### src/include/dbus_cfg.svh
// Width and address constants for the DBUS section of the 36-bit slice
// Include in every RTL and bench file that sizes a word or tests a flag
// Bit 0 is the most significant bit of every word, bit 35 the least

`ifndef DBUS_CFG_SVH
`define DBUS_CFG_SVH

// Machine word, shared by datapath, DBUS, DBM, ramfile and memory
`define WORD_WIDTH 36

// VMA address occupies word bits 14 to 35
`define VMA_ADDR_WIDTH 22
`define VMA_FLAGS_WIDTH 14

// Flag positions within the VMA flag field
`define VMA_READ_CYCLE_BIT 3
`define VMA_PHYSICAL_BIT 8

// Ramfile geometry
`define RAMFILE_DEPTH 64
`define RAMFILE_ADDR_WIDTH 6

// Microaddresses that must not take the AC-reference force
`define UADDR_WIDTH 12
`define FORCE_EXCLUDE_A 12'o1146
`define FORCE_EXCLUDE_B 12'o3666

`endif

### src/hdl/dbusPkg.sv
// Shared select encodings for the DBUS section
// Referenced by scoped name from the RTL and the bench

package dbusPkg;

   //////////////////////////////////////////////////
   // DBUS source select, microcode field

   typedef enum logic [1:0]
   {
      dbusSelFlags   = 2'd0,
      dbusSelDp      = 2'd1,
      dbusSelRamfile = 2'd2,
      dbusSelDbm     = 2'd3
   } dbusSelT;

   // DBM source select
   typedef enum logic [1:0]
   {
      dbmSelMem    = 2'd0,
      dbmSelDp     = 2'd1,
      dbmSelDpSwap = 2'd2,
      dbmSelNumber = 2'd3
   } dbmSelT;

   // Ramfile address source
   typedef enum logic
   {
      ramAddrCrom = 1'b0,
      ramAddrVma  = 1'b1
   } ramAddrSelT;

endpackage

### src/hdl/dbmMux.sv
// DBM source selector ahead of the DBUS multiplexer
// Picks memory data, the datapath, swapped halves or the number field

`timescale 1ns/100ps
`include "dbus_cfg.svh"

module dbmMux
(
   input  dbusPkg::dbmSelT           dbmSel,
   input  logic [0:`WORD_WIDTH-1]    memData,
   input  logic [0:`WORD_WIDTH-1]    dp,
   input  logic [0:`WORD_WIDTH/2-1]  cromNumber,
   output logic [0:`WORD_WIDTH-1]    dbm
);

   // Halves of the datapath word
   logic [0:`WORD_WIDTH/2-1] dpLeft;
   logic [0:`WORD_WIDTH/2-1] dpRight;

   assign dpLeft  = dp[0:`WORD_WIDTH/2-1];
   assign dpRight = dp[`WORD_WIDTH/2:`WORD_WIDTH-1];

   //////////////////////////////////////////////////
   // Four-way selector
   //////////////////////////////////////////////////

   always_comb
   begin
      case (dbmSel)
         dbusPkg::dbmSelMem:
            dbm = memData;
         dbusPkg::dbmSelDp:
            dbm = dp;
         dbusPkg::dbmSelDpSwap:
            // Left and right halves exchanged
            dbm = {dpRight, dpLeft};
         dbusPkg::dbmSelNumber:
            // Number field in both halves
            dbm = {cromNumber, cromNumber};
         default:
            dbm = memData;
      endcase
   end

endmodule

### src/hdl/dbusMux.sv
// DBUS multiplexer with the ramfile force for AC references and cache hits
// Purely combinational, the bus word is valid in the same cycle

`timescale 1ns/100ps
`include "dbus_cfg.svh"

module dbusMux
(
   input  logic [0:`UADDR_WIDTH-1]                         uAddr,
   input  dbusPkg::dbusSelT                                dbusSel,
   input  logic                                            cacheHit,
   input  logic [0:2]                                      piReqPri,
   input  logic [`WORD_WIDTH-`VMA_ADDR_WIDTH:`WORD_WIDTH-1] vmaAddr,
   input  logic [0:`VMA_FLAGS_WIDTH-1]                     vmaFlags,
   input  logic [0:`WORD_WIDTH/2-1]                        pcFlags,
   input  logic [0:`WORD_WIDTH-1]                          dp,
   input  logic [0:`WORD_WIDTH-1]                          ramData,
   input  logic [0:`WORD_WIDTH-1]                          dbm,
   output logic [0:`WORD_WIDTH-1]                          dbus
);

   logic readCycle;
   logic physical;
   logic acRef;
   logic uAddrExcluded;
   logic forceRamfile;

   //////////////////////////////////////////////////
   // VMA flag decode
   //////////////////////////////////////////////////

   assign readCycle = vmaFlags[`VMA_READ_CYCLE_BIT];
   assign physical  = vmaFlags[`VMA_PHYSICAL_BIT];

   // AC block is the lowest 16 words, never physical
   assign acRef = ~physical & (vmaAddr[18:31] == '0);

   // Two microaddresses where the AC force must stay off
   assign uAddrExcluded = (uAddr == `FORCE_EXCLUDE_A) |
                          (uAddr == `FORCE_EXCLUDE_B);

   //////////////////////////////////////////////////
   // Ramfile force
   //
   // Read cycle only
   // Cache hit forces at every microaddress
   //////////////////////////////////////////////////

   assign forceRamfile = readCycle & ((acRef & ~uAddrExcluded) | cacheHit);

   //////////////////////////////////////////////////
   // Bus source select
   //////////////////////////////////////////////////

   always_comb
   begin
      case (dbusSel)
         dbusPkg::dbusSelFlags:
            // PC flags, zero, priority, four ones, low VMA
            dbus = {pcFlags, 1'b0, piReqPri, 4'b1111, vmaAddr[26:35]};
         dbusPkg::dbusSelDp:
            dbus = dp;
         dbusPkg::dbusSelRamfile:
            dbus = ramData;
         dbusPkg::dbusSelDbm:
         begin
            // Ramfile stands in for memory on a forced read
            if (forceRamfile)
               dbus = ramData;
            else
               dbus = dbm;
         end
         default:
            dbus = dp;
      endcase
   end

endmodule

### src/hdl/dbusPath.sv
// Top of the DBUS section
// Takes one microinstruction per clock as loose fields plus environment
// inputs, and drives the DBUS word with zero latency

`timescale 1ns/100ps
`include "dbus_cfg.svh"

module dbusPath
(
   input  logic                           clk,
   input  logic                           reset,
   // Microinstruction fields
   input  logic [0:`UADDR_WIDTH-1]        uAddr,
   input  dbusPkg::dbusSelT               dbusSel,
   input  dbusPkg::dbmSelT                dbmSel,
   input  dbusPkg::ramAddrSelT            ramAddrSel,
   input  logic [0:`RAMFILE_ADDR_WIDTH-1] cromRamAddr,
   input  logic                           ramWrite,
   input  logic                           vmaLoad,
   input  logic [0:`VMA_FLAGS_WIDTH-1]    vmaFlagsIn,
   input  logic [0:`WORD_WIDTH/2-1]       cromNumber,
   // Environment
   input  logic [0:`WORD_WIDTH-1]         dp,
   input  logic [0:`WORD_WIDTH-1]         memData,
   input  logic                           cacheHit,
   input  logic [0:2]                     piReqPri,
   input  logic [0:`WORD_WIDTH/2-1]       pcFlags,
   output logic [0:`WORD_WIDTH-1]         dbus
);

   // Internal nets
   logic [`WORD_WIDTH-`VMA_ADDR_WIDTH:`WORD_WIDTH-1] vmaAddr;
   logic [0:`VMA_FLAGS_WIDTH-1]                     vmaFlags;
   logic [0:`WORD_WIDTH-1]                          ramData;
   logic [0:`WORD_WIDTH-1]                          dbm;

   //////////////////////////////////////////////////
   // Stateful blocks
   //////////////////////////////////////////////////

   vmaReg uVmaReg
   (
      .clk        (clk),
      .reset      (reset),
      .vmaLoad    (vmaLoad),
      .dp         (dp),
      .vmaFlagsIn (vmaFlagsIn),
      .vmaAddr    (vmaAddr),
      .vmaFlags   (vmaFlags)
   );

   // Written from the DBUS it feeds
   ramFile uRamFile
   (
      .clk         (clk),
      .ramWrite    (ramWrite),
      .ramAddrSel  (ramAddrSel),
      .cromRamAddr (cromRamAddr),
      .vmaAddr     (vmaAddr),
      .dbus        (dbus),
      .ramData     (ramData)
   );

   //////////////////////////////////////////////////
   // Bus selectors
   //////////////////////////////////////////////////

   dbmMux uDbmMux
   (
      .dbmSel     (dbmSel),
      .memData    (memData),
      .dp         (dp),
      .cromNumber (cromNumber),
      .dbm        (dbm)
   );

   dbusMux uDbusMux
   (
      .uAddr    (uAddr),
      .dbusSel  (dbusSel),
      .cacheHit (cacheHit),
      .piReqPri (piReqPri),
      .vmaAddr  (vmaAddr),
      .vmaFlags (vmaFlags),
      .pcFlags  (pcFlags),
      .dp       (dp),
      .ramData  (ramData),
      .dbm      (dbm),
      .dbus     (dbus)
   );

endmodule

### src/hdl/ramFile.sv
// 64-word ramfile holding the ACs and cached words
// Read is combinational, write takes the DBUS word at the clock edge
// Address comes from the microword or from the low VMA bits

`timescale 1ns/100ps
`include "dbus_cfg.svh"

module ramFile
(
   input  logic                                            clk,
   input  logic                                            ramWrite,
   input  dbusPkg::ramAddrSelT                             ramAddrSel,
   input  logic [0:`RAMFILE_ADDR_WIDTH-1]                  cromRamAddr,
   input  logic [`WORD_WIDTH-`VMA_ADDR_WIDTH:`WORD_WIDTH-1] vmaAddr,
   input  logic [0:`WORD_WIDTH-1]                          dbus,
   output logic [0:`WORD_WIDTH-1]                          ramData
);

   // Storage array, no reset
   logic [0:`WORD_WIDTH-1]         mem [0:`RAMFILE_DEPTH-1];

   // Selected location
   logic [0:`RAMFILE_ADDR_WIDTH-1] ramAddr;

   //////////////////////////////////////////////////
   // Address source
   //////////////////////////////////////////////////

   always_comb
   begin
      case (ramAddrSel)
         dbusPkg::ramAddrCrom:
            ramAddr = cromRamAddr;
         dbusPkg::ramAddrVma:
            // Low six VMA bits reach the AC block
            ramAddr = vmaAddr[`WORD_WIDTH-`RAMFILE_ADDR_WIDTH:`WORD_WIDTH-1];
         default:
            ramAddr = cromRamAddr;
      endcase
   end

   //////////////////////////////////////////////////
   // Read and write ports
   //////////////////////////////////////////////////

   // Asynchronous read
   // Same-cycle write is not seen until the next cycle
   assign ramData = mem[ramAddr];

   always_ff @(posedge clk)
   begin
      if (ramWrite)
      begin
         mem[ramAddr] <= dbus;
      end
   end

endmodule

### src/hdl/vmaReg.sv
// Virtual memory address register with its flag field
// Loaded from the datapath right part when microcode asserts vmaLoad

`timescale 1ns/100ps
`include "dbus_cfg.svh"

module vmaReg
(
   input  logic                                            clk,
   input  logic                                            reset,
   input  logic                                            vmaLoad,
   input  logic [0:`WORD_WIDTH-1]                          dp,
   input  logic [0:`VMA_FLAGS_WIDTH-1]                     vmaFlagsIn,
   output logic [`WORD_WIDTH-`VMA_ADDR_WIDTH:`WORD_WIDTH-1] vmaAddr,
   output logic [0:`VMA_FLAGS_WIDTH-1]                     vmaFlags
);

   //////////////////////////////////////////////////
   // Address and flags
   //
   // Address comes from dp bits 14 to 35
   // Flags come straight from the microword
   //////////////////////////////////////////////////

   always_ff @(posedge clk)
   begin
      if (reset)
      begin
         vmaAddr  <= '0;
         vmaFlags <= '0;
      end
      else if (vmaLoad)
      begin
         // Right part of the datapath only
         vmaAddr  <= dp[`WORD_WIDTH-`VMA_ADDR_WIDTH:`WORD_WIDTH-1];
         vmaFlags <= vmaFlagsIn;
      end
   end

endmodule

### config.mk
export PLATFORM = sky130hd
export DESIGN_NAME = dbusPath
export DESIGN_NICKNAME = d
export VERILOG_FILES = /design/src/hdl/dbusPkg.sv /design/src/hdl/dbmMux.sv /design/src/hdl/dbusMux.sv /design/src/hdl/dbusPath.sv /design/src/hdl/ramFile.sv /design/src/hdl/vmaReg.sv
export VERILOG_INCLUDE_DIRS = /design/src /design/src/include
export SDC_FILE = /design/constraint.sdc
export NUM_CORES = 2
export LEC_CHECK = 0
export CAP_MARGIN = 20
export CORE_AREA = 2 2 447 449
export DETAILED_ROUTE_END_ITERATION = 8
export DIE_AREA = 0 0 449 451
export DONT_BUFFER_PORTS = 1
export PLACE_DENSITY_LB_ADDON = 0.25
export RECOVER_POWER = 50
export SKIP_LAST_GASP = 1
export SYNTH_ARGS = -nofsm -noshare
export SYNTH_HDL_FRONTEND = slang
export SYNTH_SLANG_ARGS = --single-unit
### constraint.sdc
create_clock -name clk -period 6.1 [get_ports clk]
set_input_delay 0.915 -clock clk [delete_from_list [all_inputs] [get_ports clk]]
set_output_delay 0.915 -clock clk [all_outputs]
set_load 0.02 [all_outputs]
==> flow_metrics.py <==
metrics = {
    "cells_and_area": {
        "fin_nets": 5755,
        "drive_gt1_share_pct": 13.59,
        "area_growth_pct": 14.15,
        "final_util_pct": 50.96,
        "fillCellCount": 16351,
        "finalNonFillerCells": 8464,
    },
    "drt": {
        "routed_wl_um": 345300,
        "drc": 0,
        "via_per_inst": 7.015,
        "first_pass_iters": 6,
        "drt_iter0_drc": 10890,
        "avgRoutedWirePerCell_um": 40.80,
        "final_antenna_net_count": 0,
        "vias": 59379,
    },
    "global_routing": {
        "grt_pass1_wl_um": 461100,
        "grt_start_max_net_pins": 101,
        "grt_use_total_pct": 33.15,
        "grt_pass1_vias": 54506,
        "grt.overflow.total": 0,
        "antenna_found_initial": 17,
    },
    "clock_network": {
        "cts_tree": "built",
        "ctsHoldBuffers": 0,
        "cts.sinks": 2324,
        "clk_latency_ps": 890,
        "numCtsBuffers": 223,
        "htree_num_levels": 4,
        "clockBufferDepth": 3,
        "clock_tree.root_cell": "clkbuf_16",
        "clk_pin_slew_ps": 60,
    },
    "synth": {
        "synth_seq_cells": 2324,
        "syn_area_um2": 88490,
        "synthArstFlopShare_pct": 0,
        "netlist_instances": 5369,
        "synth.top_cell.area_share_pct": 78.19,
        "yosysTopAreaCell": "edfxtp_1",
        "synth_edf_count": 2304,
        "yosysSeqAreaShare_pct": 78.64,
        "synthTopCellsByArea": "edfxtp_1 78%, o22ai_1 5.1%, o221ai_1 1.5%, nor2_1 1.2%, nand2_1 1.2%",
        "synthDistinctLibCells": 74,
        "yosysWarnings": 0,
        "syn_area_per_cell_um2": 16.48,
        "synth_flop_cell": "edfxtp_1",
        "syn_nets": 5522,
    },
    "worst_setup_path": {
        "cp_data_required_time_ps": 6560,
        "cp_max_fo": 21,
        "startpoint": "uVmaReg.vmaAddr[30]",
        "end_kind": "flop",
        "cp-start-kind": "flop",
        "path_class": "flop to flop",
        "arrival_ps": 6790,
        "r2r-start": "uVmaReg.vmaAddr[30]",
        "r2r_slack_ps": -240,
    },
    "pwr": {
        "power_density_nw_per_um2": 340.4,
        "p_leak_uw": 0.03169,
        "total_power_uw": 34380,
        "ir_drop_v": 0.0002753,
    },
    "hold_path": {
        "holdCritStartpoint": "reset",
        "hold_path_class": "input pin to flop",
    },
    "floorplan": {
        "die_area_um2": 202500,
        "die_h_um": 451,
        "die_x_um": 449,
        "coreArea_um2": 198200,
        "num_io_pins": 189,
        "rows": 164,
        "initial_core_util_pct": 44.64,
    },
    "placed_design": {
        "dpl.cell_count": 8032,
        "pre_cts_ws_ps": 750.3,
        "numPortBuffers": 0,
        "place_congestion": 0.8709,
        "hpwl_um": 194600,
    },
    "timing": {
        "grt_setup_unrepaired": "false",
        "slew_headroom_pct": -131.7,
        "fmax_ghz": 0.1578,
        "min_period_ps": 6337,
        "tightest_slew_ps": 3476,
        "drv_slew": 1907,
        "setup_viol": 132,
        "holdWs_ps": 96.84,
        "setup_ws_ps": -237.2,
        "hold_violations": 0,
        "fin_crit_sh_pct": 103.9,
        "fin_skew_ps": 47.85,
    },
    "run_status": {
        "outcome": "complete, but fails checks",
        "failed_checks": "max-capacitance violations, max-slew violations, negative setup slack",
    },
    "flow_run": {
        "drv_cap": 103,
    },
}
==> per-layer routing <==
metal  wire length (µm)  up-vias  track usage, %
met1             123100    30412           45.18
li1                   -    22642               -
met2             147700     5336           47.60
met4              22130       18           18.26
met3              52310      971           10.04
met5                149        -               0
==> cell type report <==
| type | instances | area (µm²) | share of cell area (%) |
|---|---|---|---|
| flip-flops and latches | 2324 | 69590 | 68.90 |
| multi-input cells | 2648 | 17790 | 17.61 |
| clock buffers | 291 | 5878 | 5.820 |
| repair buffers | 400 | 3410 | 3.376 |
| well taps | 2656 | 3323 | 3.290 |
| clock inverters | 124 | 960.9 | 0.9514 |
| diodes | 16 | 40.04 | 0.03964 |
| inverters | 5 | 18.77 | 0.01858 |
==> cells by family after synthesis <==
group | synth area share [%]
DFF | 78.64
muxes | 2.527
AOI/OAI and AO/OA | 12.20
and+or+nand+nor | 4.584
buffers and inverters | 2.045
==> cells in the final DEF (no fill, tap or decap), types with 56 or more instances in the layout <==
cell	netlist	layout
edfxtp_1	2304	2304
buf_4	10	221
nor2_1	293	277
buf_12	0	63
clkbuf_16	0	225
o31ai_1	75	56
nand2_1	282	277
mux2i_1	97	95
o221ai_1	150	150
a211oi_1	70	70
nand3_1	66	66
nor3_1	81	81
a21oi_1	161	161
o22ai_1	718	718
o21ai_0	113	107
clkbuf_1	127	149
==> sequential cells by signal, summed over array words and instances (netlist names) <==
register          cells
uVmaReg.vmaAddr      18
uVmaReg.vmaFlags      2
uRamFile.mem       2304
==> critical path: stages, from the launching register on <==
cell     delay (ps)
dfxtp_1         650
mux2i_1         220
buf_4           240
nor2_1         2030
and3_1         1480
buf_2          1190
==> synthesized netlist by cell type, types with 75 or more instances <==
master	n
a21oi_1	161
buf_2	191
clkbuf_1	127
edfxtp_1	2304
mux2i_1	97
nand2_1	282
nor2_1	293
nor3_1	81
o21ai_0	113
o221ai_1	150
o22ai_1	718
o31ai_1	75
==> path summary, 6_finish.rpt <==
path,end,cells after the start
setup / recovery,uRamFile.mem[54][12],5
hold / removal,uVmaReg.vmaAddr[35],1
setup reg to reg,uRamFile.mem[54][12],5
hold reg to reg,uVmaReg.vmaAddr[18],2
==> where the power goes <==
| group | switching (µW) | leakage (µW) | total [µW] | internal (µW) |
|---|---|---|---|---|
| logic | 2300 | 0.00740 | 3090 | 790 |
| clock network | 6050 | 0.00333 | 13200 | 7100 |
| registers | 32.4 | 0.0210 | 18100 | 18100 |
| total | 8380 | 0.0317 | 34400 | 26000 |
==> timing repair <==
| action | CTS | global route |
|---|---|---|
| endpoints found under the setup margin | 7 | 0 |
| gates resized for setup | 1 | 0 |
| buffers inserted | 0 | 0 |
| endpoints found under the hold margin | 0 | 0 |
==> through the flow <==
| step | setup TNS (ps) | area, µm² |
|---|---|---|
| 6_report | -13530 | 101000 |
| 5_1_grt | 0 | 101000 |
| 4_1_cts | 0 | 102200 |
| 3_5_place_dp | 0 | 95310 |
| 3_3_place_gp | 0 | 95280 |
| 2_1_floorplan | -30340 | 88600 |
Note: power is estimated with default switching activity, not from simulation.
